## config.mk

```make
export PLATFORM = sky130hd
export DESIGN_NAME = axi_uart_top
export DESIGN_NICKNAME = d
export VERILOG_FILES = /design/src/logic/uart_pkg.sv /design/src/logic/sync_fifo.sv /design/src/logic/uart_tx_serializer.sv /design/src/logic/uart_rx_deserializer.sv /design/src/logic/axi_uart_wr_ctrl.sv /design/src/logic/axi_uart_rd_ctrl.sv /design/src/logic/axi_uart_top.sv
export SDC_FILE = /design/constraint.sdc
export NUM_CORES = 1
export LEC_CHECK = 0
export BUFFER_PORTS_ARGS = -buffer_cell sky130_fd_sc_hd__buf_2
export CAP_MARGIN = 20
export CORE_MARGIN = 2
export CORE_UTILIZATION = 60
export CTS_BUF_LIST = sky130_fd_sc_hd__clkbuf_4 sky130_fd_sc_hd__clkbuf_8
export DETAILED_ROUTE_END_ITERATION = 10
export GPL_ROUTABILITY_DRIVEN = 0
export GPL_TIMING_DRIVEN = 0
export PLACE_DENSITY = 0.77
export SETUP_SLACK_MARGIN = 0.02
export SLEW_MARGIN = 10
export SYNTH_ARGS = -nofsm -noshare
export SYNTH_HDL_FRONTEND = slang
export SYNTH_HIERARCHICAL = 1
export SYNTH_SLANG_ARGS = --single-unit
```

## constraint.sdc

```tcl
create_clock -name axi_aclk_i -period 4.19 [get_ports axi_aclk_i]
set_input_delay 0.2095 -clock axi_aclk_i [delete_from_list [all_inputs] [get_ports axi_aclk_i]]
set_output_delay 0.2095 -clock axi_aclk_i [all_outputs]
set_load 0.01 [all_outputs]
```

## src/logic/uart_pkg.sv

```systemverilog
// ---------------------------------------------------------------------
// uart_pkg
// register map, widths, reset values and payload types of the axi uart
// ---------------------------------------------------------------------
package uart_pkg;

  localparam int ADDR_WIDTH     = 5;  // byte address
  localparam int DATA_WIDTH     = 32;
  localparam int ID_WIDTH       = 4;
  localparam int DIV_WIDTH      = 16; // clocks per bit
  localparam int FIFO_DEPTH     = 8;
  localparam int FIFO_PTR_WIDTH = $clog2(FIFO_DEPTH);

  localparam logic [DIV_WIDTH-1:0] DIV_RESET = 16'd434; // 115200 bps at 50 MHz

  // word index, address bits 4 to 2
  localparam logic [2:0] REG_RBR_THR = 3'd0;
  localparam logic [2:0] REG_IER     = 3'd1;
  localparam logic [2:0] REG_LCR     = 3'd3;
  localparam logic [2:0] REG_LSR     = 3'd5;
  localparam logic [2:0] REG_DIV     = 3'd7;

  localparam int LCR_DLAB_BIT = 7;

  localparam int LSR_DATA_READY   = 0;
  localparam int LSR_FRAME_ERR    = 3;
  localparam int LSR_THR_NOT_FULL = 5;
  localparam int LSR_TX_EMPTY     = 6;

  localparam logic [7:0] LSR_RESET = 8'h60; // thr not full, tx empty

  typedef logic [7:0] uart_byte_t;

  typedef struct packed {
    uart_byte_t data;
    logic       frame_err; // stop bit sampled low
  } rx_entry_t;

endpackage

```

## src/logic/sync_fifo.sv

```systemverilog
// ---------------------------------------------------------------------
// sync_fifo
// first-word-fall-through FIFO, payload type set by parameter
// ---------------------------------------------------------------------
`timescale 1ns/1ps

module sync_fifo #(
  parameter type payload_t = uart_pkg::uart_byte_t
) (
  input  logic     axi_aclk_i,
  input  logic     axi_aresetn_i,
  input  logic     push_i,
  input  payload_t data_i,
  input  logic     pop_i,
  output payload_t data_o,
  output logic     empty_o,
  output logic     full_o
);

  payload_t                              mem [uart_pkg::FIFO_DEPTH];
  logic [uart_pkg::FIFO_PTR_WIDTH-1:0]   wr_ptr;
  logic [uart_pkg::FIFO_PTR_WIDTH-1:0]   rd_ptr;
  logic [uart_pkg::FIFO_PTR_WIDTH:0]     count;
  logic                                  push_ok;
  logic                                  pop_ok;

  assign push_ok = push_i & ~full_o; // drop when full
  assign pop_ok  = pop_i & ~empty_o;
  assign empty_o = (count == '0);
  assign full_o  = (count == (uart_pkg::FIFO_PTR_WIDTH+1)'(uart_pkg::FIFO_DEPTH));
  assign data_o  = mem[rd_ptr];      // head valid while not empty

  always_ff @(posedge axi_aclk_i) begin
    if (push_ok) mem[wr_ptr] <= data_i;
  end

  always_ff @(posedge axi_aclk_i or negedge axi_aresetn_i) begin
    if (!axi_aresetn_i) begin
      wr_ptr <= '0;
      rd_ptr <= '0;
      count  <= '0;
    end else begin
      if (push_ok) wr_ptr <= wr_ptr + 1'b1; // depth is a power of two
      if (pop_ok)  rd_ptr <= rd_ptr + 1'b1;
      case ({push_ok, pop_ok})
        2'b10:   count <= count + 1'b1;
        2'b01:   count <= count - 1'b1;
        default: count <= count;
      endcase
    end
  end

  // producers and consumers are expected to honour the flags
  a_no_push_full: assert property (@(posedge axi_aclk_i) disable iff (!axi_aresetn_i)
    !(push_i && full_o));
  a_no_pop_empty: assert property (@(posedge axi_aclk_i) disable iff (!axi_aresetn_i)
    !(pop_i && empty_o));

endmodule

```

## src/logic/uart_tx_serializer.sv

```systemverilog
// ---------------------------------------------------------------------
// uart_tx_serializer
// pops bytes from the transmit FIFO and shifts out 8N1 frames
// ---------------------------------------------------------------------
`timescale 1ns/1ps

module uart_tx_serializer (
  input  logic                           axi_aclk_i,
  input  logic                           axi_aresetn_i,
  input  logic [uart_pkg::DIV_WIDTH-1:0] baud_div_i,
  input  uart_pkg::uart_byte_t           fifo_data_i,
  input  logic                           fifo_empty_i,
  output logic                           fifo_pop_o,
  output logic                           busy_o,
  output logic                           uart_tx_o
);

  typedef enum logic [1:0] {S_IDLE, S_START, S_DATA, S_STOP} tx_state_t;

  tx_state_t                      state;
  logic [uart_pkg::DIV_WIDTH-1:0] cnt;     // clocks within the bit
  logic [2:0]                     bit_idx;
  uart_pkg::uart_byte_t           shreg;
  logic                           bit_end;

  assign bit_end    = (cnt == baud_div_i - 1'b1);
  assign fifo_pop_o = (state == S_IDLE) & ~fifo_empty_i; // take the head
  assign busy_o     = (state != S_IDLE);

  always_ff @(posedge axi_aclk_i or negedge axi_aresetn_i) begin
    if (!axi_aresetn_i) begin
      state     <= S_IDLE;
      cnt       <= '0;
      bit_idx   <= '0;
      uart_tx_o <= 1'b1; // line idles high
    end else begin
      cnt <= bit_end ? '0 : cnt + 1'b1;
      case (state)
        S_IDLE: begin
          cnt <= '0;
          if (fifo_pop_o) begin
            state     <= S_START;
            uart_tx_o <= 1'b0;
          end
        end
        S_START: if (bit_end) begin
          state     <= S_DATA;
          bit_idx   <= '0;
          uart_tx_o <= shreg[0]; // lsb first
        end
        S_DATA: if (bit_end) begin
          if (bit_idx == 3'd7) begin
            state     <= S_STOP;
            uart_tx_o <= 1'b1;
          end else begin
            bit_idx   <= bit_idx + 1'b1;
            uart_tx_o <= shreg[1];
          end
        end
        default: if (bit_end) state <= S_IDLE; // end of stop bit
      endcase
    end
  end

  always_ff @(posedge axi_aclk_i) begin
    if (fifo_pop_o) shreg <= fifo_data_i;
    else if (state == S_DATA && bit_end) shreg <= shreg >> 1;
  end

  a_idle_line_high: assert property (@(posedge axi_aclk_i) disable iff (!axi_aresetn_i)
    !busy_o |-> uart_tx_o);

endmodule

```

## src/logic/uart_rx_deserializer.sv

```systemverilog
// ---------------------------------------------------------------------
// uart_rx_deserializer
// samples 8N1 frames mid-bit and pushes bytes with a framing flag
// ---------------------------------------------------------------------
`timescale 1ns/1ps

module uart_rx_deserializer (
  input  logic                           axi_aclk_i,
  input  logic                           axi_aresetn_i,
  input  logic [uart_pkg::DIV_WIDTH-1:0] baud_div_i,
  input  logic                           uart_rx_i,
  output logic                           push_o,
  output uart_pkg::rx_entry_t            entry_o
);

  typedef enum logic [1:0] {S_IDLE, S_START, S_DATA, S_STOP} rx_state_t;

  rx_state_t                      state;
  logic                           rx_meta;
  logic                           rx_sync;
  logic                           rx_last; // previous synced level
  logic [uart_pkg::DIV_WIDTH-1:0] cnt;
  logic [2:0]                     bit_idx;
  uart_pkg::uart_byte_t           shreg;
  logic                           bit_end;
  logic                           half_bit;

  assign bit_end  = (cnt == baud_div_i - 1'b1);
  assign half_bit = (cnt == (baud_div_i >> 1));

  always_ff @(posedge axi_aclk_i or negedge axi_aresetn_i) begin
    if (!axi_aresetn_i) begin
      rx_meta <= 1'b1;
      rx_sync <= 1'b1;
      rx_last <= 1'b1;
      state   <= S_IDLE;
      cnt     <= '0;
      bit_idx <= '0;
      push_o  <= 1'b0;
    end else begin
      rx_meta <= uart_rx_i;
      rx_sync <= rx_meta;
      rx_last <= rx_sync;
      push_o  <= 1'b0;
      cnt     <= cnt + 1'b1;
      case (state)
        S_IDLE: begin
          cnt <= '0;
          if (rx_last && !rx_sync) state <= S_START; // falling edge
        end
        S_START: if (half_bit) begin
          cnt     <= '0;
          bit_idx <= '0;
          state   <= rx_sync ? S_IDLE : S_DATA; // high means a glitch
        end
        S_DATA: if (bit_end) begin
          cnt <= '0;
          if (bit_idx == 3'd7) state <= S_STOP;
          else bit_idx <= bit_idx + 1'b1;
        end
        default: if (bit_end) begin
          push_o <= 1'b1; // middle of the stop bit
          state  <= S_IDLE;
        end
      endcase
    end
  end

  always_ff @(posedge axi_aclk_i) begin
    if (state == S_DATA && bit_end) shreg <= {rx_sync, shreg[7:1]};
    if (state == S_STOP && bit_end) begin
      entry_o.data      <= shreg;
      entry_o.frame_err <= ~rx_sync;
    end
  end

endmodule

```

## src/logic/axi_uart_wr_ctrl.sv

```systemverilog
// ---------------------------------------------------------------------
// axi_uart_wr_ctrl
// bus write machine, holds LCR, IER and divisor, pushes THR bytes
// ---------------------------------------------------------------------
`timescale 1ns/1ps

module axi_uart_wr_ctrl (
  input  logic                            axi_aclk_i,
  input  logic                            axi_aresetn_i,
  input  logic [uart_pkg::ADDR_WIDTH-1:0] axi_awaddr_i,
  input  logic [uart_pkg::ID_WIDTH-1:0]   axi_awid_i,
  input  logic                            axi_awvalid_i,
  input  logic [uart_pkg::DATA_WIDTH-1:0] axi_wdata_i,
  input  logic                            axi_wvalid_i,
  input  logic                            tx_full_i,
  output logic                            axi_awready_o,
  output logic                            axi_wready_o,
  output logic                            axi_bvalid_o,
  output logic [uart_pkg::ID_WIDTH-1:0]   axi_bid_o,
  output logic                            tx_push_o,
  output uart_pkg::uart_byte_t            tx_data_o,
  output logic                            dlab_o,
  output logic                            irq_en_o,
  output logic [uart_pkg::DIV_WIDTH-1:0]  baud_div_o
);

  typedef enum logic {S_IDLE, S_ACK} wr_state_t;

  wr_state_t                      state;
  logic [uart_pkg::DIV_WIDTH-1:0] div_shadow; // moves to baud_div_o in ack
  logic [2:0]                     word_idx;
  logic                           wr_req;
  logic                           thr_ok;

  assign word_idx = axi_awaddr_i[uart_pkg::ADDR_WIDTH-1:2];
  assign wr_req   = (state == S_IDLE) & axi_awvalid_i & axi_wvalid_i;
  assign thr_ok   = wr_req & (word_idx == uart_pkg::REG_RBR_THR) & ~dlab_o & ~tx_full_i;

  always_ff @(posedge axi_aclk_i or negedge axi_aresetn_i) begin
    if (!axi_aresetn_i) begin
      state         <= S_IDLE;
      axi_awready_o <= 1'b0;
      axi_wready_o  <= 1'b0;
      axi_bvalid_o  <= 1'b0;
      axi_bid_o     <= '0;
      tx_push_o     <= 1'b0;
      dlab_o        <= 1'b0;
      irq_en_o      <= 1'b0;
      div_shadow    <= uart_pkg::DIV_RESET;
      baud_div_o    <= uart_pkg::DIV_RESET;
    end else if (state == S_IDLE) begin
      if (wr_req) begin
        state         <= S_ACK;
        axi_awready_o <= 1'b1; // refused writes are still acked
        axi_wready_o  <= 1'b1;
        axi_bvalid_o  <= 1'b1;
        axi_bid_o     <= axi_awid_i;
        tx_push_o     <= thr_ok;
        case (word_idx)
          uart_pkg::REG_IER: if (!dlab_o) irq_en_o <= axi_wdata_i[0];
          uart_pkg::REG_LCR: dlab_o <= axi_wdata_i[uart_pkg::LCR_DLAB_BIT];
          uart_pkg::REG_DIV: if (dlab_o) div_shadow <= axi_wdata_i[uart_pkg::DIV_WIDTH-1:0];
          default: ;
        endcase
      end
    end else begin
      state         <= S_IDLE;
      axi_awready_o <= 1'b0;
      axi_wready_o  <= 1'b0;
      axi_bvalid_o  <= 1'b0;
      axi_bid_o     <= '0;
      tx_push_o     <= 1'b0;
      baud_div_o    <= div_shadow;
    end
  end

  always_ff @(posedge axi_aclk_i) begin
    if (thr_ok) tx_data_o <= axi_wdata_i[7:0];
  end

  a_bvalid_pulse: assert property (@(posedge axi_aclk_i) disable iff (!axi_aresetn_i)
    axi_bvalid_o |=> !axi_bvalid_o);

endmodule

```

## src/logic/axi_uart_rd_ctrl.sv

```systemverilog
// ---------------------------------------------------------------------
// axi_uart_rd_ctrl
// bus read machine, registers LSR, returns RBR and LSR, drives the irq
// ---------------------------------------------------------------------
`timescale 1ns/1ps

module axi_uart_rd_ctrl (
  input  logic                            axi_aclk_i,
  input  logic                            axi_aresetn_i,
  input  logic [uart_pkg::ADDR_WIDTH-1:0] axi_araddr_i,
  input  logic [uart_pkg::ID_WIDTH-1:0]   axi_arid_i,
  input  logic                            axi_arvalid_i,
  input  logic                            dlab_i,
  input  logic                            irq_en_i,
  input  uart_pkg::rx_entry_t             rx_head_i,
  input  logic                            rx_empty_i,
  input  logic                            tx_full_i,
  input  logic                            tx_empty_i,
  input  logic                            tx_busy_i,
  output logic                            axi_arready_o,
  output logic                            axi_rvalid_o,
  output logic [uart_pkg::DATA_WIDTH-1:0] axi_rdata_o,
  output logic [uart_pkg::ID_WIDTH-1:0]   axi_rid_o,
  output logic                            rx_pop_o,
  output logic                            read_interrupt_o
);

  typedef enum logic [1:0] {S_START, S_IDLE, S_ACK} rd_state_t;

  rd_state_t  state;
  logic [7:0] lsr_q;
  logic [7:0] lsr_d;
  logic [2:0] word_idx;

  assign word_idx = axi_araddr_i[uart_pkg::ADDR_WIDTH-1:2];

  always_comb begin
    lsr_d                             = '0;
    lsr_d[uart_pkg::LSR_DATA_READY]   = ~rx_empty_i;
    lsr_d[uart_pkg::LSR_FRAME_ERR]    = ~rx_empty_i & rx_head_i.frame_err; // flag of the head
    lsr_d[uart_pkg::LSR_THR_NOT_FULL] = ~tx_full_i;
    lsr_d[uart_pkg::LSR_TX_EMPTY]     = tx_empty_i & ~tx_busy_i;
  end

  always_ff @(posedge axi_aclk_i or negedge axi_aresetn_i) begin
    if (!axi_aresetn_i) begin
      state            <= S_START;
      axi_arready_o    <= 1'b0;
      axi_rvalid_o     <= 1'b0;
      axi_rdata_o      <= '0;
      axi_rid_o        <= '0;
      rx_pop_o         <= 1'b0;
      lsr_q            <= uart_pkg::LSR_RESET;
      read_interrupt_o <= 1'b0;
    end else begin
      lsr_q            <= lsr_d;
      read_interrupt_o <= ~rx_empty_i & irq_en_i;
      case (state)
        S_IDLE: if (axi_arvalid_i) begin
          state         <= S_ACK;
          axi_arready_o <= 1'b0;
          axi_rvalid_o  <= 1'b1;
          axi_rid_o     <= axi_arid_i;
          axi_rdata_o   <= '0; // unknown or refused reads return 0
          if (word_idx == uart_pkg::REG_RBR_THR && !dlab_i && !rx_empty_i) begin
            axi_rdata_o <= {{(uart_pkg::DATA_WIDTH-8){1'b0}}, rx_head_i.data};
            rx_pop_o    <= 1'b1;
          end else if (word_idx == uart_pkg::REG_LSR) begin
            axi_rdata_o <= {{(uart_pkg::DATA_WIDTH-8){1'b0}}, lsr_q};
          end
        end
        default: begin // start and ack both reopen the address channel
          state         <= S_IDLE;
          axi_arready_o <= 1'b1;
          axi_rvalid_o  <= 1'b0;
          rx_pop_o      <= 1'b0;
        end
      endcase
    end
  end

endmodule

```

## src/logic/axi_uart_top.sv

```systemverilog
// ---------------------------------------------------------------------
// axi_uart_top
// memory-mapped UART, bus machines, FIFOs and serial engines
// ---------------------------------------------------------------------
`timescale 1ns/1ps

module axi_uart_top (
  input  logic                            axi_aclk_i,
  input  logic                            axi_aresetn_i,
  input  logic [uart_pkg::ADDR_WIDTH-1:0] axi_araddr_i,
  input  logic [uart_pkg::ID_WIDTH-1:0]   axi_arid_i,
  input  logic                            axi_arvalid_i,
  output logic                            axi_arready_o,
  output logic                            axi_rvalid_o,
  output logic [uart_pkg::DATA_WIDTH-1:0] axi_rdata_o,
  output logic [uart_pkg::ID_WIDTH-1:0]   axi_rid_o,
  input  logic [uart_pkg::ADDR_WIDTH-1:0] axi_awaddr_i,
  input  logic [uart_pkg::ID_WIDTH-1:0]   axi_awid_i,
  input  logic                            axi_awvalid_i,
  output logic                            axi_awready_o,
  input  logic [uart_pkg::DATA_WIDTH-1:0] axi_wdata_i,
  input  logic                            axi_wvalid_i,
  output logic                            axi_wready_o,
  output logic                            axi_bvalid_o,
  output logic [uart_pkg::ID_WIDTH-1:0]   axi_bid_o,
  output logic                            read_interrupt_o,
  input  logic                            uart_rx_i,
  output logic                            uart_tx_o
);

  logic                           tx_push, tx_pop, tx_empty, tx_full, tx_busy;
  uart_pkg::uart_byte_t           tx_wdata, tx_head;
  logic                           rx_push, rx_pop, rx_empty;
  uart_pkg::rx_entry_t            rx_entry, rx_head;
  logic                           dlab, irq_en;
  logic [uart_pkg::DIV_WIDTH-1:0] baud_div;

  axi_uart_wr_ctrl i_wr_ctrl (
    .axi_aclk_i, .axi_aresetn_i, .axi_awaddr_i, .axi_awid_i, .axi_awvalid_i,
    .axi_wdata_i, .axi_wvalid_i, .tx_full_i(tx_full),
    .axi_awready_o, .axi_wready_o, .axi_bvalid_o, .axi_bid_o,
    .tx_push_o(tx_push), .tx_data_o(tx_wdata), .dlab_o(dlab), .irq_en_o(irq_en),
    .baud_div_o(baud_div)
  );

  axi_uart_rd_ctrl i_rd_ctrl (
    .axi_aclk_i, .axi_aresetn_i, .axi_araddr_i, .axi_arid_i, .axi_arvalid_i,
    .dlab_i(dlab), .irq_en_i(irq_en), .rx_head_i(rx_head), .rx_empty_i(rx_empty),
    .tx_full_i(tx_full), .tx_empty_i(tx_empty), .tx_busy_i(tx_busy),
    .axi_arready_o, .axi_rvalid_o, .axi_rdata_o, .axi_rid_o,
    .rx_pop_o(rx_pop), .read_interrupt_o
  );

  sync_fifo #(.payload_t(uart_pkg::uart_byte_t)) i_tx_fifo (
    .axi_aclk_i, .axi_aresetn_i, .push_i(tx_push), .data_i(tx_wdata), .pop_i(tx_pop),
    .data_o(tx_head), .empty_o(tx_empty), .full_o(tx_full)
  );

  sync_fifo #(.payload_t(uart_pkg::rx_entry_t)) i_rx_fifo (
    .axi_aclk_i, .axi_aresetn_i, .push_i(rx_push), .data_i(rx_entry), .pop_i(rx_pop),
    .data_o(rx_head), .empty_o(rx_empty), .full_o() // overflow drops bytes silently
  );

  uart_tx_serializer i_tx_ser (
    .axi_aclk_i, .axi_aresetn_i, .baud_div_i(baud_div), .fifo_data_i(tx_head),
    .fifo_empty_i(tx_empty), .fifo_pop_o(tx_pop), .busy_o(tx_busy), .uart_tx_o
  );

  uart_rx_deserializer i_rx_deser (
    .axi_aclk_i, .axi_aresetn_i, .baud_div_i(baud_div), .uart_rx_i,
    .push_o(rx_push), .entry_o(rx_entry)
  );

endmodule

```

==> impl_summary.txt <==
----------------------------------------------------
[Drt]
  Amount of wire on met3 after detailed routing ... roughly 1.4 mm
  Average vias per placed instance ... between 5 and 6
  DRC violation count after routing ... 0
  M1 wire length ... 11.9 mm
  Remaining antenna violation count ... 0
  Routed length per instance ... 18.0 µm
  DRT iter0 DRCs ... 472
  DR WL met2 ... 13.8 mm
  Detailed-route via count ... between 8k and 9k
  Top sig layer ... met4
  Drt total wl ... 27.7 mm
  First-pass detailed-route iteration total ... 4

[Floorplan]
  Area of the core region ... 22800 µm²
  I/O pin total ... roughly 100
  Effective utilization at floorplan ... 61.6%
  Die W ... 157 µm
  Vertical die dimension ... 157 µm
  Die area ... 24600 µm²
  Cell row count ... 55

[Clock tree]
  Num CTS Buffers ... 47
  Root cell of the clock tree ... clkbuf_8
  Clock tree from TritonCTS ... done
  Clock Pin Slew Worst Setup and Hold Paths ... 0.06 ns
  Post_cts resized ... 0
  Clock Sinks ... 297
  Hold Buf Count CTS ... 28
  Number of H-tree branching levels ... 2
  Later-pin clock latency in the skew report ... between 0.5 and 0.6 ns
  Post-CTS setup repair buffer count ... 0
  Max Buffers Root-to-Sink ... 3

[Placed design]
  DP HPWL ... 19.0 mm
  Input/output buffers ... 58

[GRT]
  Total grt overflow ... 0
  Number of global-route vias before repair ... 8581
  First-pass GRT wire length ... 44.2 mm
  Total GRT Usage ... 23.2%
  Antenna violations before repair ... 0
  Maximum number of pins on one net before global-route repair ... 72

[Critical path]
  End of the worst register-to-register path ... i_tx_ser/shreg[7]$_SDFFCE_PN0P_
  Reg-to-reg setup timing slack ... approximately 0.52 ns
  Data required time at the worst endpoint ... about 4.4 ns
  Worst Setup Path Type ... flop to flop
  Nature of the critical path endpoint ... flop
  Critical Path Fanout Max ... 10
  Kind of start point of the critical path ... flop
  Cell depth of the worst flop-to-flop path ... 8
  Crit path arrival time ... around 3.9 ns
  Reg-to-Reg Start ... i_wr_ctrl/baud_div_o[0]$_DFFE_PN0P_

[Timing]
  Final period demand of the worst path ... around 3.7 ns
  Final count of negative-setup-slack endpoints ... 0
  Pin slew with the least headroom to its limit ... 0.901 ns
  Fmax ... 273 MHz
  Slew HR ... between 30% and 40%
  Final worst-path cycle share ... 87.6%
  Number of failing hold endpoints at the final stage ... 0
  Clock tree skew after final layout ... between 0.02 and 0.025 ns
  Setup_tns ... 0 ns
  Count of pins over their slew limit ... 0
  Setup repair after global routing missed its margin ... no

[Cells and area]
  Area Overhead vs Synth ... 15.9%
  Ant. Diodes ... 0
  Top library cells by usage in the layout, fill and taps aside ... edfxtp_1, dfrtp_1, nor2_1
  Fraction of final layout cells sized beyond drive strength 1 ... roughly a quarter
  Leading cell type in the layout, fill and taps excluded ... edfxtp_1
  Final-stage net count ... between 1k and 1.5k

[Power and ir drop]
  Leakage power total ... 6.53 nW
  Total power after layout ... around 0.0078 W
  Max rail drop VDD ... 0.000333 V
  Areal power density over the cells ... between 400 and 500 nW/µm²

[Yosys]
  Cell Area, Synth ... 14000 µm²
  Count of warnings emitted by yosys ... 6
  Cell count after synthesis ... 1025
  Synthesized area per cell ... 13.7 µm²

[Hold path]
  Kind of path behind the tightest hold check ... input pin to flop
  Cells on Worst Hold Path ... 4
  Hold Crit Endpoint ... i_rd_ctrl/axi_rdata_o[0]$_DFFE_PN0P_
  Launch point of the worst hold path ... axi_araddr_i[3]

[Flow run]
  MaxCap Viol Count ... 0

[Status]
  Outcome ... completed

----------------------------------------------------
[worst max-delay path, stage by stage, from the launching register on]
cell       delay [ns]
dfrtp_1          0.51
inv_1            0.11
ha_1             0.26
or4b_2           0.65
o311a_1          0.37
nor4_2           0.24
o2111ai_1        0.26
buf_2            0.27
o32ai_2          0.63
[power by group]
| group | switching [W] | internal [W] | leakage (nW) |
|---|---|---|---|
| Combinational | 0.000755 | 0.000679 | 2.80 |
| Sequential | 0.000287 | 0.00329 | 3.16 |
| Clock | 0.00113 | 0.00165 | 0.575 |
| Total | 0.00218 | 0.00562 | 6.53 |
[layer usage]
layer / vias to the layer above / global-route usage (%)
li1: 4100 / -
met1: 4188 / 30.0
met2: 205 / 40.1
met3: 50 / 3.96
met4: 0 / 7.38
met5: - / 0
[flip-flops by register name (all words and copies together) (netlist names), 8 cells and up]
signal                 flops
i_wr_ctrl/div_shadow      16
i_wr_ctrl/tx_data_o        8
i_rx_deser/cnt            16
i_wr_ctrl/baud_div_o      16
i_tx_fifo/mem             64
i_rx_deser/shreg           8
i_rd_ctrl/axi_rdata_o      8
i_rx_fifo/mem             72
i_tx_ser/cnt              16
i_rx_deser/entry_o         9
i_tx_ser/shreg             8
[worst max-delay path by stage]
stage,startpoint,endpoint,slack [ns],depth (start not counted)
finish,i_wr_ctrl/baud_div_o[0]$_DFFE_PN0P_,i_tx_ser/shreg[7]$_SDFFCE_PN0P_,0.52,8
global placement,i_wr_ctrl/baud_div_o[0]$_DFFE_PN0P_,i_tx_ser/shreg[5]$_DFFE_PP_,0.11,9
global route,i_tx_ser/state[0]$_DFFE_PN0P_,i_tx_fifo/count[3]$_DFFE_PN0P_,0.25,11
CTS,i_wr_ctrl/baud_div_o[0]$_DFFE_PN0P_,i_tx_ser/shreg[2]$_DFFE_PP_,0.52,8
floorplan,i_wr_ctrl/baud_div_o[0]$_DFFE_PN0P_,i_tx_ser/shreg[0]$_DFFE_PP_,0.84,8
detailed placement,i_wr_ctrl/baud_div_o[0]$_DFFE_PN0P_,i_tx_ser/shreg[3]$_DFFE_PP_,0.51,8
[cell type report]
type / instances / area [µm²]
repair buffers: 90 / 622
multi-input cells: 645 / 5250
plain buffers: 66 / 440
fillers: 1471 / 6520
clock buffers: 67 / 860
flip-flops and latches: 297 / 8300
well taps: 313 / 392
inverters: 40 / 150
clock inverters: 21 / 246
[per-stage QoR]
stage	hold slack (ns)	instance area [µm²]	cells	util [%]	worst slack [ns]
after floorplan	-0.0861	14100	1048	-	0.844
after global placement	0.316	14800	1419	65.0	0.113
after detailed placement	0.228	14900	1422	65.3	0.514
after CTS	0.00235	16300	1538	71.3	0.519
after global routing	0.0165	16300	1539	71.4	0.252
final	0.0362	16300	1539	71.4	0.521
Note: power is estimated with default switching activity, not from simulation.
